==> src/verilog/mem_pkg.sv <==
`default_nettype none

package mem_pkg;

  typedef logic [31:0] addr_t;
  typedef logic [31:0] data_t;
  typedef logic [3:0]  strb_t;
  typedef logic [9:0]  word_idx_t;
  typedef logic [7:0]  lfsr_t;

  // 1024 words, so byte addresses below 4096 are valid.
  localparam int unsigned MEM_WORDS = 1024;
  localparam int unsigned ADDR_LSB  = 2;
  localparam lfsr_t       LFSR_SEED = 8'hA5;

  localparam logic RESP_OK  = 1'b0;
  localparam logic RESP_ERR = 1'b1;

  typedef struct packed {
    addr_t addr;
  } ar_t;

  typedef struct packed {
    data_t data;
    logic  resp;
  } r_t;

  typedef struct packed {
    addr_t addr;
  } aw_t;

  typedef struct packed {
    data_t data;
    strb_t strb;
  } w_t;

  typedef struct packed {
    logic resp;
  } b_t;

  typedef enum logic [1:0] {RD_IDLE, RD_WAIT, RD_RESP} rd_state_e;

  typedef enum logic [1:0] {WR_ADDR, WR_DATA, WR_WAIT, WR_RESP} wr_state_e;

endpackage

`default_nettype wire

==> src/verilog/rd_arbiter.sv <==
`timescale 1ns/10ps
`default_nettype none

module rd_arbiter
  import mem_pkg::*;
(
  input  logic clk,
  input  logic rst,

  // Fetch master.
  input  ar_t  if_ar,
  input  logic if_arvalid,
  output logic if_arready,
  output r_t   if_r,
  output logic if_rvalid,
  input  logic if_rready,

  // Load/store master.
  input  ar_t  ls_ar,
  input  logic ls_arvalid,
  output logic ls_arready,
  output r_t   ls_r,
  output logic ls_rvalid,
  input  logic ls_rready,

  // Slave read channel.
  output ar_t  s_ar,
  output logic s_arvalid,
  input  logic s_arready,
  input  r_t   s_r,
  input  logic s_rvalid,
  output logic s_rready
);

  logic busy;
  logic grant_ls;
  logic last_ls;
  logic pick_ls;
  logic sel_ls;
  logic ar_fire;
  logic r_fire;

  // Round robin. The master not served last wins a tie.
  assign pick_ls = ls_arvalid && (!if_arvalid || !last_ls);

  // While idle the fresh pick drives the slave, so no cycle is lost.
  assign sel_ls = busy ? grant_ls : pick_ls;

  assign s_ar      = sel_ls ? ls_ar : if_ar;
  assign s_arvalid = !busy && (sel_ls ? ls_arvalid : if_arvalid);
  assign s_rready  = busy && (grant_ls ? ls_rready : if_rready);

  assign ar_fire = s_arvalid && s_arready;
  assign r_fire  = s_rvalid && s_rready;

  always_ff @(posedge clk) begin
    if (rst) begin
      busy     <= 1'b0;
      grant_ls <= 1'b0;
      // Fetch goes first after reset.
      last_ls  <= 1'b1;
    end else begin
      if (ar_fire) begin
        busy     <= 1'b1;
        grant_ls <= sel_ls;
        last_ls  <= sel_ls;
      end else if (r_fire) begin
        busy <= 1'b0;
      end
    end
  end

  assign if_arready = !busy && !sel_ls && s_arready;
  assign ls_arready = !busy && sel_ls && s_arready;

  // Response payload is shared; only the granted side sees rvalid.
  assign if_r      = s_r;
  assign ls_r      = s_r;
  assign if_rvalid = busy && !grant_ls && s_rvalid;
  assign ls_rvalid = busy && grant_ls && s_rvalid;

endmodule

`default_nettype wire

==> config.mk <==
export PLATFORM = sky130hd
export DESIGN_NAME = rd_arbiter
export DESIGN_NICKNAME = d
export VERILOG_FILES = /design/src/verilog/mem_pkg.sv /design/src/verilog/rd_arbiter.sv
export SDC_FILE = /design/constraint.sdc
export NUM_CORES = 1
export LEC_CHECK = 0
export ABC_AREA = 1
export BUFFER_PORTS_ARGS = -buffer_cell sky130_fd_sc_hd__buf_2
export CAP_MARGIN = 0
export CORE_AREA = 2 2 82 84
export CTS_CLUSTER_DIAMETER = 100
export DETAILED_ROUTE_END_ITERATION = 12
export DIE_AREA = 0 0 84 86
export SYNTH_ARGS = -nofsm -noshare
export SYNTH_HDL_FRONTEND = slang
export SYNTH_SLANG_ARGS = --single-unit
==> constraint.sdc <==
create_clock -name clk -period 1.1 [get_ports clk]
set_input_delay 0.11 -clock clk [delete_from_list [all_inputs] [get_ports clk]]
set_output_delay 0.11 -clock clk [all_outputs]
set_load 0.01 [all_outputs]
==> impl_metrics.env, run 1 <==
export IMPL_status="finished, violations left"
export IMPL_violations="negative setup slack"
export IMPL_relSlewSlack_pct=90.3
export IMPL_clkTransAtPathRegs_ps=30
export IMPL_rsz0062_at_grt="yes"
export IMPL_antenna_found_initial=0
export IMPL_critPathKind="flop to output pin"
export IMPL_cts_hold_buf=0
export IMPL_via_count=1327
export IMPL_synth_cells=204
export IMPL_grt_first_pass_wirelength_mm=5.53
export IMPL_area_growth_pct=33.4
export IMPL_whs_ps=86.3
export IMPL_crit_chain="a21oi_4 > nand2_4 > nand2_4 > buf_12 > nand2_1 > nand2_1 > buf_2"
export IMPL_max_cap_violations=0
export IMPL_setup_ws_ps=-257
export IMPL_cts_root_buf="clkbuf_8"
export IMPL_cts_buffers=3
export IMPL_viasPerCell=4.02
export IMPL_worstSetupStartpointType="flop"
export IMPL_cp_arrival_ps=1250
export IMPL_skew_ps=0.177
export IMPL_grt_max_degree=33
export IMPL_synth_seq_area_share_pct=5.15
export IMPL_dp_hpwl_mm=2.76
export IMPL_fmaxAchievable_mhz=737
export IMPL_setup_viol=37
export IMPL_core_um2=6280
export IMPL_die_x_um=84
export IMPL_slew_violations=0
export IMPL_ir_worst_vdd_mv=0.654
export IMPL_io_buffers=109
export IMPL_crit_path_end_kind="output pin"
export IMPL_n_fill_cell=707
export IMPL_die_h_um=86
export IMPL_overflow=0
export IMPL_clock_latency_ps=210
export IMPL_hold_viol_final=0
export IMPL_worst_slew_pin_slew_ps=145
export IMPL_avgSynthCellArea_um2=5.72
export IMPL_crit_required_ps=990
export IMPL_dieArea_um2=7220
export IMPL_p_total_mw=1.15
export IMPL_io_pins=209
export IMPL_drc=0
export IMPL_cp_slowest_cell="dfxtp_2"
export IMPL_initial_core_util_pct=18.6
export IMPL_num_nets_final=359
export IMPL_diodes=0
export IMPL_final_instance_count_excl_fill=330
export IMPL_power_per_cell_area_nw_per_um2=742
export IMPL_clkSinkCount=3
export IMPL_syn_area_um2=1170
export IMPL_finalCritPeriodShare_pct=123
export IMPL_hold_path_class="input port to flop"
export IMPL_detail_route_wirelength_mm=3.46
export IMPL_gp_congestion=0.712
export IMPL_drt_iter0_drc=17
export IMPL_crit_fanout=19
export IMPL_layout_drive_gt1_share_pct=57.3
export IMPL_htreeDepth=1
export IMPL_yosysWarnings=0
export IMPL_fin_crit_ps=1360
export IMPL_synth_cell_types=14
export IMPL_num_rows=29
export IMPL_grt_pass1_vias=1296
export IMPL_cts_tree="built"
export IMPL_dp_cells=323
export IMPL_crit_path_max_incr_delay_ps=320
export IMPL_ant_nets=0
export IMPL_cts_path_max_buffers=2
export IMPL_p_leak_nw=0.952
export IMPL_first_pass_iters=4
export IMPL_grt_usage_pct=9.06
export IMPL_wl_per_cell_um=10.5
export IMPL_fin_tns_setup_ps=-8380
export IMPL_synth_seq_cells=3
export IMPL_synthesis_nets=309
[metal layers]
| layer | wire length [µm] | track usage (%) |
|---|---|---|
| met2 | 1880 | 18.6 |
| met5 | 0 | 0 |
| met1 | 1180 | 8.58 |
| met4 | 74 | 3.52 |
| met3 | 322 | 2.12 |
[path summary, 6_finish.rpt]
path           start        to  slack (ps)  cells past startpoint
min reg2reg  last_ls   last_ls         470                      2
max          last_ls  s_ar[18]        -260                      7
max reg2reg  last_ls  grant_ls          40                      6
min              rst  grant_ls          90                      2
[placed cells by master, fill, tap and decap left out]
master	instances
a21oi_1	2
a21oi_2	4
a21oi_4	1
buf_12	4
buf_2	109
buf_4	2
buf_6	2
buf_8	2
bufbuf_16	1
clkbuf_1	1
clkbuf_8	3
dfxtp_2	1
dfxtp_4	2
inv_1	4
inv_2	2
inv_4	1
nand2_1	67
nand2_2	4
nand2_4	2
nand2_8	1
nand3_1	32
nand3_2	2
nor2_1	2
nor2_2	1
nor3_4	1
[through the flow]
step                instance area (µm²)  util, %  worst slack, ps
floorplan                          1170        -             80.9
global placement                   1360     21.6            -80.0
detailed placement                 1360     21.6             -109
CTS                                1510     24.1             -269
global route                       1560     24.8             -352
finish                             1560     24.8             -257
[cell usage after synthesis (all sizes together)]
master | n | area [µm²]
nand3 | 34 | 170
dfxtp | 3 | 60.1
nor2 | 3 | 11.3
buf | 75 | 559
nand2 | 74 | 288
inv | 7 | 26.3
nor3 | 1 | 5.00
a21oi | 7 | 46.3
[sequential cells by signal (all words and copies together) (netlist names)]
| signal | count |
|---|---|
| busy | 1 |
| grant_ls | 1 |
| last_ls | 1 |
[final cells by class]
| type | instances | area [µm²] | area share [%] |
|---|---|---|---|
| clock buffer | 4 | 45.0 | 2.90 |
| inverter | 7 | 28.8 | 1.85 |
| multi-input combinational | 119 | 591 | 38.0 |
| sequential | 3 | 68.8 | 4.42 |
| tap | 77 | 96.3 | 6.19 |
| timing repair buffer | 120 | 726 | 46.7 |
[repair_timing]
action,CTS,global route
pin swaps,3,4
setup buffers,1,2
gates cloned,1,0
setup endpoints to repair,37,39
resized for setup,20,11
[logic make-up after synthesis]
kind of cell	count (synthesis)	synth area share (%)
AND/OR/NAND/NOR	112	40.7
buffers and inverters	82	50.2
AO/OA/AOI/OAI	7	3.97
flip-flops	3	5.15
[critical path, delay by kind of cell, from the launching register on]
kind                   cells  cell delay, ps
AOI/OAI and AO/OA          1             150
DFF                        1             320
and+or+nand+nor            4             290
buffers and inverters      2             270
[power by group]
part,switching [mW],internal (mW)
Sequential,0.0140,0.118
Clock,0.0656,0.246
Combinational,0.361,0.350
No activity file was read; power rests on OpenSTA's default activity.
==> inputs of run 2 (changes only) <==
--- a/config.mk
+++ b/config.mk
@@ -7,11 +7,12 @@
 export LEC_CHECK = 0
 export ABC_AREA = 1
 export BUFFER_PORTS_ARGS = -buffer_cell sky130_fd_sc_hd__buf_2
-export CAP_MARGIN = 0
+export CAP_MARGIN = 20
 export CORE_AREA = 2 2 82 84
 export CTS_CLUSTER_DIAMETER = 100
 export DETAILED_ROUTE_END_ITERATION = 12
 export DIE_AREA = 0 0 84 86
+export REMOVE_ABC_BUFFERS = 1
 export SYNTH_ARGS = -nofsm -noshare
 export SYNTH_HDL_FRONTEND = slang
 export SYNTH_SLANG_ARGS = --single-unit
==> run 2 against run 1 <==
The run still ends with negative setup slack left. Largest power group unchanged. Sequential share of layout area shrank 0.056 points. Non-clock buffer count increased by 3. Utilization is 0.32 points higher. Critical path type unchanged.
==> impl_metrics.env, run 2 (synthesized netlist as in run 1, its figures left out) <==
export IMPL_cts_root_buf="clkbuf_8"
export IMPL_skew_ps=2.28
export IMPL_worstSetupStartpointType="flop"
export IMPL_overflow=0
export IMPL_crit_path_max_incr_delay_ps=320
export IMPL_finalCritPeriodShare_pct=126
export IMPL_cp_arrival_ps=1280
export IMPL_rr_startpoint="busy"
export IMPL_die_h_um=86
export IMPL_crit_chain="a21oi_4 > nand2_4 > nand2_8 > buf_12 > nand2_1 > nand2_1 > buf_2"
export IMPL_fin_crit_ps=1390
export IMPL_io_buffers=109
export IMPL_violations="negative setup slack"
export IMPL_area_growth_pct=35.1
export IMPL_worst_slew_pin_slew_ps=176
export IMPL_hold_path_class="input port to flop"
export IMPL_dp_hpwl_mm=6.56
export IMPL_setup_viol=37
export IMPL_crit_path_end_kind="output pin"
export IMPL_grt_pass1_vias=1387
export IMPL_status="finished, violations left"
export IMPL_post_route_util_pct=25.1
export IMPL_grt_first_pass_wirelength_mm=9.35
export IMPL_crit_top_cell="nand2_1"
export IMPL_largestRegisters="busy x1, grant_ls x1, last_ls x1"
export IMPL_seqCellArea_um2=68.8
export IMPL_crit_start="last_ls"
export IMPL_diodes=0
export IMPL_core_um2=6280
export IMPL_initial_core_util_pct=18.6
export IMPL_viasPerCell=4.44
export IMPL_cts_path_max_buffers=2
export IMPL_rsz0062_at_grt="yes"
export IMPL_cts_tree="built"
export IMPL_relSlewSlack_pct=88.3
export IMPL_detail_route_wirelength_mm=7.33
export IMPL_hp_start="rst"
export IMPL_clkTransAtPathRegs_ps=30
export IMPL_layout_common_cells="107 x buf_2, 68 x nand2_1, 32 x nand3_1, 6 x buf_4, 5 x buf_6"
export IMPL_ir_worst_vdd_mv=0.555
export IMPL_num_rows=29
export IMPL_setup_ws_ps=-291
export IMPL_p_leak_nw=0.950
export IMPL_cp_top_family="flip-flops"
export IMPL_hold_viol_final=0
export IMPL_n_fill_cell=721
export IMPL_num_nets_final=362
export IMPL_multi_input_area_um2=599
export IMPL_die_x_um=84
export IMPL_htreeDepth=1
export IMPL_crit_fanout=9
export IMPL_power_per_cell_area_nw_per_um2=769
export IMPL_antenna_found_initial=0
export IMPL_cts_hold_buf=0
export IMPL_cp_num_buf_inv=2
export IMPL_first_pass_iters=4
export IMPL_cts_buffers=3
export IMPL_grt_max_degree=19
export IMPL_clkSinkCount=3
export IMPL_ant_nets=0
export IMPL_fmaxAchievable_mhz=719
export IMPL_clock_latency_ps=220
export IMPL_p_total_mw=1.21
export IMPL_drt_iter0_drc=48
export IMPL_io_pins=209
export IMPL_dieArea_um2=7220
export IMPL_gp_congestion=0.818
export IMPL_layout_drive_gt1_share_pct=56.6
export IMPL_critPathKind="flop to output pin"
export IMPL_slew_violations=0
export IMPL_drc=0
export IMPL_crit_required_ps=990
export IMPL_cp_slowest_cell="dfxtp_2"
export IMPL_wl_per_cell_um=22.0
export IMPL_final_common_cell="buf_2"
export IMPL_via_count=1479
export IMPL_max_cap_violations=0
export IMPL_reg2reg_slack_ps=100
export IMPL_grt_usage_pct=18.4
[run 2: cell types whose count changed in the layout (fill, tap and decap cells not counted), moves of 2 or more]
cell	delta
nand2_2	-2
a21oi_1	+2
buf_4	+4
buf_2	-2
a21oi_2	-2
buf_6	+3
[run 2: final timing paths]
path | end | depth (start not counted)
hold / removal | grant_ls | 2
setup reg to reg | last_ls | 5
hold reg to reg | last_ls | 2
setup / recovery | s_ar[15] | 7
[run 2: timing repair]
item / CTS / global route
setup buffers: 1 / 2
cloned: 0 / 1
pin swaps: 2 / 3
resized for setup: 17 / 14
setup endpoints to repair: 37 / 37
[run 2: per-stage QoR]
| step | TNS, ps | cell area [µm²] | worst slack, ps | std cells | hold WS (ps) |
|---|---|---|---|---|---|
| after global placement | -1360 | 1360 | -81.2 | 326 | 220 |
| after CTS | -8750 | 1470 | -299 | 331 | 81.3 |
| after floorplan | -14510 | 607 | -448 | 129 | 179 |
| final | -8950 | 1580 | -291 | 333 | 86.7 |
| after detailed placement | -2140 | 1360 | -103 | 326 | 220 |
| after global routing | -11530 | 1580 | -375 | 333 | 82.7 |
[run 2: area by class of cell]
type | instances | area share (%)
Inverter | 7 | 1.83
Clock buffer | 4 | 2.86
Multi-Input combinational cell | 119 | 38.0
Sequential cell | 3 | 4.37
Tap cell | 77 | 6.12
Timing Repair Buffer | 123 | 46.8
[run 2: per-layer routing]
metal  GRT usage, %  routed length (µm)
met4           4.11                 263
met3           16.5                1440
met1           15.1                2140
met5           6.29                   0
met2           32.6                3480
[run 2: report_power, final]
part	total [mW]	switching, mW	leakage, nW	internal (mW)
Combinational	0.756	0.386	0.902	0.370
Clock	0.325	0.0773	0.0228	0.248
Sequential	0.130	0.0123	0.0258	0.118
