`src/verilog/mem_pkg.sv`:
```
`default_nettype none

package mem_pkg;

  typedef logic [31:0] addr_t;
  typedef logic [31:0] data_t;
  typedef logic [3:0]  strb_t;
  typedef logic [9:0]  word_idx_t;
  typedef logic [7:0]  lfsr_t;

  // 1024 words, so byte addresses below 4096 are valid.
  localparam int unsigned MEM_WORDS = 1024;
  localparam int unsigned ADDR_LSB  = 2;
  localparam lfsr_t       LFSR_SEED = 8'hA5;

  localparam logic RESP_OK  = 1'b0;
  localparam logic RESP_ERR = 1'b1;

  typedef struct packed {
    addr_t addr;
  } ar_t;

  typedef struct packed {
    data_t data;
    logic  resp;
  } r_t;

  typedef struct packed {
    addr_t addr;
  } aw_t;

  typedef struct packed {
    data_t data;
    strb_t strb;
  } w_t;

  typedef struct packed {
    logic resp;
  } b_t;

  typedef enum logic [1:0] {RD_IDLE, RD_WAIT, RD_RESP} rd_state_e;

  typedef enum logic [1:0] {WR_ADDR, WR_DATA, WR_WAIT, WR_RESP} wr_state_e;

endpackage

`default_nettype wire

```
`src/verilog/lfsr.sv`:
```
`timescale 1ns/10ps
`default_nettype none

module lfsr
  import mem_pkg::*;
(
  input  logic  clk,
  input  logic  rst,
  output lfsr_t dout
);

  // Polynomial x^8 + x^6 + x^5 + x^4 + 1, right-shifting Galois form.
  localparam lfsr_t TAPS = 8'hB8;

  lfsr_t state;

  always_ff @(posedge clk) begin
    if (rst) begin
      state <= LFSR_SEED;
    end else if (state[0]) begin
      state <= (state >> 1) ^ TAPS;
    end else begin
      state <= state >> 1;
    end
  end

  assign dout = state;

endmodule

`default_nettype wire

```
`config.mk`:
```
export PLATFORM = sky130hd
export DESIGN_NAME = lfsr
export DESIGN_NICKNAME = d
export VERILOG_FILES = /design/src/verilog/mem_pkg.sv /design/src/verilog/lfsr.sv
export SDC_FILE = /design/constraint.sdc
export NUM_CORES = 1
export LEC_CHECK = 0
export ABC_AREA = 0
export BUFFER_PORTS_ARGS = -buffer_cell sky130_fd_sc_hd__buf_2
export CORE_AREA = 8 8 45 47
export CTS_BUF_LIST = sky130_fd_sc_hd__clkbuf_2 sky130_fd_sc_hd__clkbuf_4 sky130_fd_sc_hd__clkbuf_8
export DETAILED_ROUTE_END_ITERATION = 10
export DIE_AREA = 0 0 53 55
export PLACE_DENSITY_LB_ADDON = 0.3
export SKIP_LAST_GASP = 1
export SLEW_MARGIN = 20
export SYNTH_ARGS = -nofsm -noshare
export SYNTH_HDL_FRONTEND = slang
export SYNTH_SLANG_ARGS = --single-unit
```
`constraint.sdc`:
```
create_clock -name clk -period 0.9 [get_ports clk]
set_input_delay 0.135 -clock clk [delete_from_list [all_inputs] [get_ports clk]]
set_output_delay 0.135 -clock clk [all_outputs]
set_load 0.02 [all_outputs]
```
==> results.json, run 1 <==
{
  "routed_via_density": 3.58,
  "reg2reg_from": "dout[0]$_SDFF_PP1_",
  "critical_path_class": "register to output pin",
  "place_congestion": 0.548,
  "cts_max_level": 1,
  "outcome": "finished, final reports clean",
  "final-seq-area_um2": 168,
  "crit_path_top_delay_cell": "dfxtp_4",
  "wl_um": 485,
  "initial_core_util": 0.167,
  "cts_tree": "yes",
  "clockBufferDepth": 2,
  "clk_latency_ns": 0.25,
  "syn2layout_area_growth_pct": 56.2,
  "leakagePower_nw": 0.153,
  "clk_pin_slew_ns": 0.05,
  "fill_cells": 147,
  "n_antenna_cell": 0,
  "crit_start": "dout[0]$_SDFF_PP1_",
  "crit_family": "flip-flops",
  "cts-root-buf": "clkbuf_4",
  "grt_pass1_wl_um": 779,
  "fp.dieW_um": 53,
  "cts_made_buffers": 3,
  "seq_area_frac_synth": 0.692,
  "fin_crit_sh": 0.966,
  "total_power_uw": 818,
  "synth_nets": 21,
  "postCtsHoldBufs": 0,
  "synth_top_area_cell": "dfxtp_1",
  "dr.pass1.iters": 2,
  "min_from": "rst",
  "report.final.slew_viol_count": 0,
  "placed_cells": 44,
  "period_minus_slack_ns": 0.870,
  "synth-seq-cells": 8,
  "instances_no_fill": 48,
  "max_stage_delay_ns": 0.37,
  "gr-total-overflow": 0,
  "synth.distinct_cells": 6,
  "multi_input_area_um2": 71.3,
  "netlist_instances": 19,
  "ys_top_cells_by_count": "dfxtp_1, or2_1, xnor2_1",
  "ir_drop_uv": 857,
  "worst-path-max-fanout": 5,
  "cp.arrival_ns": 0.73,
  "via_count": 172,
  "grt.total_usage": 0.0427,
  "synth_area_per_cell_um2": 12.2,
  "crit_buf_inv": 1,
  "layout-drive-gt1-share": 0.531,
  "maxCapViolations": 0,
  "async_flop_share": 0,
  "finalHoldViolations": 0,
  "rows": 14,
  "dieHeight_um": 55,
  "dp_hpwl_um": 383,
  "powerDensity_nw_per_um2": 2260,
  "grt_setup_unrepaired": "true",
  "numClockSinks": 8,
  "netlist_area_um2": 231,
  "synth_flop_cell": "dfxtp_1",
  "ios": 10,
  "maxSlewHeadroom": 0.898,
  "critPathCaptureType": "output pin",
  "setup_viol": 0,
  "synth.area.top_cells": "dfxtp_1, xnor2_1, or2_1",
  "max_freq_mhz": 1150,
  "grt_pass1_vias": 176,
  "grt_max_degree": 9,
  "wire_per_inst_um": 10.1,
  "antenna_found_initial": 0,
  "ant_nets": 0,
  "required_ns": 0.76,
  "yosys_warnings": 0,
  "hp-class": "input pin to register",
  "tightest_slew_ns": 0.151,
  "fin_nets": 36,
  "crit_chain": "buf_6",
  "cp-start-kind": "register",
  "dieArea_um2": 2920,
  "largest_reg_flops": 8,
  "coreArea_um2": 1380,
  "drc": 0,
  "drtIter0Drc": 3,
  "synth-edff-count": 0,
  "fin_skew_ns": 0.00213,
  "synth.most_common_cell": "dfxtp_1",
  "yosysTopAreaCellShare": 0.692,
  "numPortBuffers": 9
}
## path summary, 6_finish.rpt
kind                                      endpoint  slack, ns  cells past startpoint
worst min-delay path            dout[4]$_SDFF_PP0_       0.12                      2
worst max-delay path                       dout[0]       0.03                      1
worst min register to register  dout[0]$_SDFF_PP1_       0.43                      1
worst max register to register  dout[4]$_SDFF_PP0_       0.09                      3
## what timing repair did
action | CTS | global route
endpoints found under the hold margin | 0 | 0
endpoints found under the setup margin | 4 | 8
setup buffers | 0 | 1
pin swaps | 0 | 0
resized for setup | 7 | 8
## stage by stage
step / setup TNS (ns) / hold WS (ns) / setup slack [ns] / util / cell area, um2
3_5_place_dp: 0 / 0.392 / 0.161 / 0.214 / 297
5_1_grt: -0.0132 / 0.129 / -0.00788 / 0.261 / 362
3_3_place_gp: 0 / 0.376 / 0.169 / 0.214 / 297
2_1_floorplan: 0 / 0.207 / 0.0732 / - / 231
4_1_cts: -0.00656 / 0.117 / -0.00656 / 0.241 / 334
6_report: 0 / 0.123 / 0.0303 / 0.261 / 362
## power breakdown
part | total, mW | switching (mW) | leakage (nW) | internal (mW)
registers | 0.413 | 0.0232 | 0.0673 | 0.390
clock network | 0.260 | 0.109 | 0.0138 | 0.152
logic | 0.145 | 0.0713 | 0.0721 | 0.0736
## layout by cell type, fill, tap and decap left out
cell and n:
buf_2 1, buf_4 7, buf_6 2, clkbuf_4 3, dfxtp_1 4, dfxtp_2 3, dfxtp_4 1, nand2b_1 1
nor2_1 2, nor2b_1 2, or2_1 3, xnor2_1 3
## layout make-up
type	instances	share of cell area
tap	16	0.0554
clock buffer	3	0.0623
sequential	8	0.464
multi-input combinational	11	0.197
timing repair buffer	10	0.221
## logic make-up after synthesis
logic type | count (synthesis) | share of synthesized area
flip-flops | 8 | 0.692
AND/OR/NAND/NOR | 8 | 0.195
XOR/XNOR | 3 | 0.114
## metal layers
metal,global-route usage,up-vias,part of all wire
met5,0,-,0
met4,0.0129,0,0
met3,0.0668,0,0.23
met2,0.0508,14,0.33
met1,0.0367,74,0.43
li1,-,84,-
No activity file was read; power rests on OpenSTA's default activity.
==> inputs of run 2 (changes only) <==
--- a/config.mk
+++ b/config.mk
@@ -7,11 +7,13 @@
 export LEC_CHECK = 0
 export ABC_AREA = 0
 export BUFFER_PORTS_ARGS = -buffer_cell sky130_fd_sc_hd__buf_2
+export CAP_MARGIN = 10
 export CORE_AREA = 8 8 45 47
 export CTS_BUF_LIST = sky130_fd_sc_hd__clkbuf_2 sky130_fd_sc_hd__clkbuf_4 sky130_fd_sc_hd__clkbuf_8
 export DETAILED_ROUTE_END_ITERATION = 10
 export DIE_AREA = 0 0 53 55
 export PLACE_DENSITY_LB_ADDON = 0.3
+export SETUP_SLACK_MARGIN = 0.5
 export SKIP_LAST_GASP = 1
 export SLEW_MARGIN = 20
 export SYNTH_ARGS = -nofsm -noshare
==> constraint.sdc (replaced) <==
create_clock -name clk -period 0.8 [get_ports clk]
set_input_delay 0.12 -clock clk [delete_from_list [all_inputs] [get_ports clk]]
set_output_delay 0.12 -clock clk [all_outputs]
set_load 0.02 [all_outputs]
==> run 2 against run 1 <==
Compared with the run above: the flow now finishes with violations (setup timing); clock power grew 14%; sequential cell count is the same; routed wire length grew 20%; utilization grew 7.1 points; largest cell class unchanged.
==> results.json, run 2 (same netlist as run 1, synthesis figures left out) <==
{
  "outcome": "finished, violations left",
  "violations": "setup timing",
  "via_count": 189,
  "fin_crit_sh": 1.05,
  "cts-root-buf": "clkbuf_4",
  "setup_viol": 9,
  "numClockSinks": 8,
  "initial_core_util": 0.167,
  "grt_pass1_wl_um": 1020,
  "clk_pin_slew_ns": 0.05,
  "final_cell_mix": "dfxtp_4, buf_6, buf_4",
  "cts_max_level": 1,
  "gr-total-overflow": 0,
  "p_comb_frac": 0.238,
  "wl_um": 584,
  "tightest_slew_ns": 0.150,
  "fin_util": 0.332,
  "worst-path-max-fanout": 3,
  "required_ns": 0.68,
  "grt_pass1_vias": 219,
  "dieArea_um2": 2920,
  "ir_drop_uv": 728,
  "hp-class": "input pin to register",
  "critical_path_class": "register to output pin",
  "cts_tree": "yes",
  "max_stage_delay_ns": 0.34,
  "drc": 0,
  "dr.pass1.iters": 1,
  "cp.arrival_ns": 0.72,
  "routed_via_density": 3.71,
  "coreArea_um2": 1380,
  "internal_power_uw": 741,
  "dieHeight_um": 55,
  "crit_path_top_delay_cell": "dfxtp_4",
  "largest_reg_flops": 8,
  "maxSlewHeadroom": 0.900,
  "postCtsHoldBufs": 0,
  "fin_skew_ns": 0.000400,
  "grt.total_usage": 0.0554,
  "cts_made_buffers": 3,
  "clock_power_share": 0.298,
  "wire_per_inst_um": 11.5,
  "fp.dieW_um": 53,
  "crit_family": "flip-flops",
  "placed_cells": 44,
  "leakagePower_nw": 0.203,
  "clk_latency_ns": 0.25,
  "place_congestion": 0.607,
  "finalWorstSetupSlack_ns": -0.0376,
  "p_sw_frac": 0.254,
  "period_minus_slack_ns": 0.838,
  "p_switching_uw": 252,
  "clockBufferDepth": 2,
  "grt_max_degree": 9,
  "instances_no_fill": 51,
  "syn2layout_area_growth_pct": 98.4,
  "drtIter0Drc": 0,
  "numPortBuffers": 9,
  "crit_buf_inv": 1,
  "finalHoldViolations": 0,
  "maxCapViolations": 0,
  "layout-drive-gt1-share": 0.800,
  "pwr-share-seq": 0.464,
  "critPathCaptureType": "output pin",
  "rows": 14,
  "ant_nets": 0,
  "fin_nets": 39,
  "crit_chain": "buf_6",
  "grt_setup_unrepaired": "true",
  "antenna_found_initial": 0,
  "cp-start-kind": "register",
  "max_freq_mhz": 1190,
  "fill_cells": 146,
  "report.final.slew_viol_count": 0,
  "ios": 10,
  "powerDensity_nw_per_um2": 2160,
  "n_antenna_cell": 0
}
[run 2: cell count changes in the layout (fill, tap and decap cells not counted), sizes merged]
cell	change
buf	+3
[run 2: routing by layer]
layer  up-vias  wire length [um]  track usage  part of all wire
met5         -                 0            0                 0
met2        10               259       0.0742              0.44
li1         90                 -            -                 -
met3         0               101       0.0535              0.17
met4         0                 0       0.0517                 0
met1        89               224       0.0476              0.38
[run 2: area by class of cell]
class,count,area (um2),share of cell area
Clock buffer,3,22.5,0.0490
Multi-Input combinational cell,11,101,0.221
Sequential cell,8,190,0.414
Tap cell,16,20.0,0.0436
Timing Repair Buffer,13,125,0.272
[run 2: stage by stage]
step	setup slack (ns)	hold slack (ns)	TNS (ns)	instance area (um2)	power, mW
2_1_floorplan	0.123	0.182	0	262	0.549
3_3_place_gp	0.126	0.362	0	327	0.597
3_5_place_dp	0.104	0.366	0	327	0.603
4_1_cts	-0.0558	0.0909	-0.413	452	1.02
5_1_grt	-0.0821	0.110	-0.726	459	1.08
6_report	-0.0376	0.124	-0.255	459	0.994
[run 2: power by group through the flow]
stage | combinational, mW | sequential (mW) | clock [mW]
2_1_floorplan | 0.0371 | 0.512 | 0
3_5_place_dp | 0.135 | 0.468 | 0
4_1_cts | 0.234 | 0.461 | 0.324
6_report | 0.237 | 0.461 | 0.296
5_1_grt | 0.252 | 0.467 | 0.364
3_3_place_gp | 0.134 | 0.464 | 0
[run 2: repair_timing]
action                                  CTS  global route
endpoints found under the setup margin   16            16
setup buffers                             4             0
pin swaps                                 0             1
resized for setup                        19             2
[run 2: path summary, 6_finish.rpt]
kind	startpoint	endpoint	slack, ns	cells past startpoint
setup / recovery	dout[0]$_SDFF_PP1_	dout[0]	-0.04	1
hold / removal	rst	dout[1]$_SDFF_PP0_	0.12	2
setup reg to reg	dout[0]$_SDFF_PP1_	dout[5]$_SDFF_PP1_	-0.01	3
hold reg to reg	dout[1]$_SDFF_PP0_	dout[0]$_SDFF_PP1_	0.46	1
==> inputs of run 3 (changes only) <==
--- a/config.mk
+++ b/config.mk
@@ -12,6 +12,7 @@
 export CTS_BUF_LIST = sky130_fd_sc_hd__clkbuf_2 sky130_fd_sc_hd__clkbuf_4 sky130_fd_sc_hd__clkbuf_8
 export DETAILED_ROUTE_END_ITERATION = 10
 export DIE_AREA = 0 0 53 55
+export MAX_ROUTING_LAYER = met4
 export PLACE_DENSITY_LB_ADDON = 0.3
 export SETUP_SLACK_MARGIN = 0.5
 export SKIP_LAST_GASP = 1
==> run 3 against run 2 <==
Compared with the run above: the flow still finishes with violations (setup timing); combinational power about the same; total power about the same; sequential cell count unchanged; critical path depth unchanged; clock skew about the same; largest cell class unchanged; largest power group unchanged.
==> results.json, run 3 (same netlist as run 1, synthesis figures left out) <==
{
  "hold_path_depth": 2,
  "n_antenna_cell": 0,
  "crit_chain": "buf_6",
  "leakagePower_nw": 0.203,
  "rr_endpoint": "dout[5]$_SDFF_PP1_",
  "critPathCaptureType": "output pin",
  "reg2reg_slack_ns": -0.01,
  "dieHeight_um": 55,
  "grt_pass1_vias": 219,
  "largest_reg_flops": 8,
  "gr-total-overflow": 0,
  "via_count": 189,
  "cts_max_level": 1,
  "cts-root-buf": "clkbuf_4",
  "drtIter0Drc": 0,
  "reg2reg_from": "dout[0]$_SDFF_PP1_",
  "hold_ws_ns": 0.124,
  "final_cell_mix": "dfxtp_4, buf_6, buf_4",
  "crit_path_top_delay_cell": "dfxtp_4",
  "fin_util": 0.332,
  "grt_pass1_wl_um": 1020,
  "report.final.slew_viol_count": 0,
  "crit_family": "flip-flops",
  "ir_drop_uv": 728,
  "wl_um": 584,
  "fill_cells": 146,
  "dieArea_um2": 2920,
  "layout-drive-gt1-share": 0.800,
  "drc": 0,
  "final-seq-area_um2": 190,
  "preCtsSetupSlack_ns": 0.104,
  "required_ns": 0.68,
  "coreArea_um2": 1380,
  "cts_made_buffers": 3,
  "ios": 10,
  "cp.arrival_ns": 0.72,
  "finalHoldViolations": 0,
  "clk_latency_ns": 0.25,
  "wire_per_inst_um": 11.5,
  "place_congestion": 0.611,
  "min_to": "dout[1]$_SDFF_PP0_",
  "fin_skew_ns": 0.000476,
  "initial_core_util": 0.167,
  "grt_setup_unrepaired": "true",
  "fin_crit_sh": 1.05,
  "outcome": "finished, violations left",
  "multi_input_area_um2": 101,
  "numClockSinks": 8,
  "max_stage_delay_ns": 0.34,
  "period_minus_slack_ns": 0.837,
  "total_power_uw": 993,
  "tightest_slew_ns": 0.150,
  "grt.total_usage": 0.0571,
  "crit_buf_inv": 1,
  "antenna_found_initial": 0,
  "syn2layout_area_growth_pct": 98.4,
  "hp-class": "input pin to register",
  "worst-path-max-fanout": 3,
  "finalWorstSetupSlack_ns": -0.0375,
  "violations": "setup timing",
  "critical_path_class": "register to output pin",
  "cp-start-kind": "register",
  "clk_pin_slew_ns": 0.05,
  "routed_via_density": 3.71,
  "max_freq_mhz": 1190,
  "maxSlewHeadroom": 0.900,
  "rows": 14,
  "maxCapViolations": 0,
  "powerDensity_nw_per_um2": 2160,
  "reg2reg_depth": 3,
  "numPortBuffers": 9,
  "ant_nets": 0,
  "grt_max_degree": 9,
  "min_from": "rst",
  "clockBufferDepth": 2,
  "fin_nets": 39,
  "cts_tree": "yes",
  "postCtsHoldBufs": 0,
  "fp.dieW_um": 53,
  "dr.pass1.iters": 1,
  "setup_viol": 9
}
## run 3: worst reg2reg max path, cell delays in order, from the launching register on
cell and delay (ns):
dfxtp_4 0.34, buf_4 0.16, xnor2_2 0.13, nand2b_1 0.07
## run 3: per-stage QoR
stage	instances	setup TNS, ns	cell area, um2
after floorplan	19	0	262
after global placement	44	0	327
after detailed placement	44	0	327
after CTS	51	-0.413	452
after global routing	51	-0.725	459
final	51	-0.254	459
## run 3: power breakdown
part	internal (mW)	total, mW	leakage [nW]	switching [mW]
registers	0.436	0.461	0.0696	0.0254
logic	0.135	0.237	0.119	0.102
clock network	0.171	0.296	0.0138	0.125
total	0.741	0.993	0.203	0.252
## run 3: worst max path at each step
stage | from | endpoint | depth (start not counted)
2_1_floorplan | dout[0]$_SDFF_PP1_ | dout[7]$_SDFF_PP1_ | 1
3_3_place_gp | dout[0]$_SDFF_PP1_ | dout[3]$_SDFF_PP0_ | 2
3_5_place_dp | dout[0]$_SDFF_PP1_ | dout[5]$_SDFF_PP1_ | 2
4_1_cts | dout[0]$_SDFF_PP1_ | dout[0] | 1
5_1_grt | dout[0]$_SDFF_PP1_ | dout[0] | 1
6_report | dout[0]$_SDFF_PP1_ | dout[0] | 1
## run 3: cell type report
type | count | share of cell area
Clock buffer | 3 | 0.0490
Multi-Input combinational cell | 11 | 0.221
Sequential cell | 8 | 0.414
Tap cell | 16 | 0.0436
Timing Repair Buffer | 13 | 0.272
## run 3: timing repair
item / 4_1_cts / 5_1_grt
setup endpoints to repair: 16 / 16
pin swaps: 0 / 1
gates cloned: 0 / 0
resized for setup: 19 / 2
setup buffers: 4 / 0
## run 3: per-layer routing
metal / up-vias / wire (um) / track usage
li1: 90 / - / -
met1: 89 / 233 / 0.0492
met2: 10 / 259 / 0.0742
met3: 0 / 91 / 0.0508
met4: 0 / 0 / 0.0517
met5: - / 0 / -
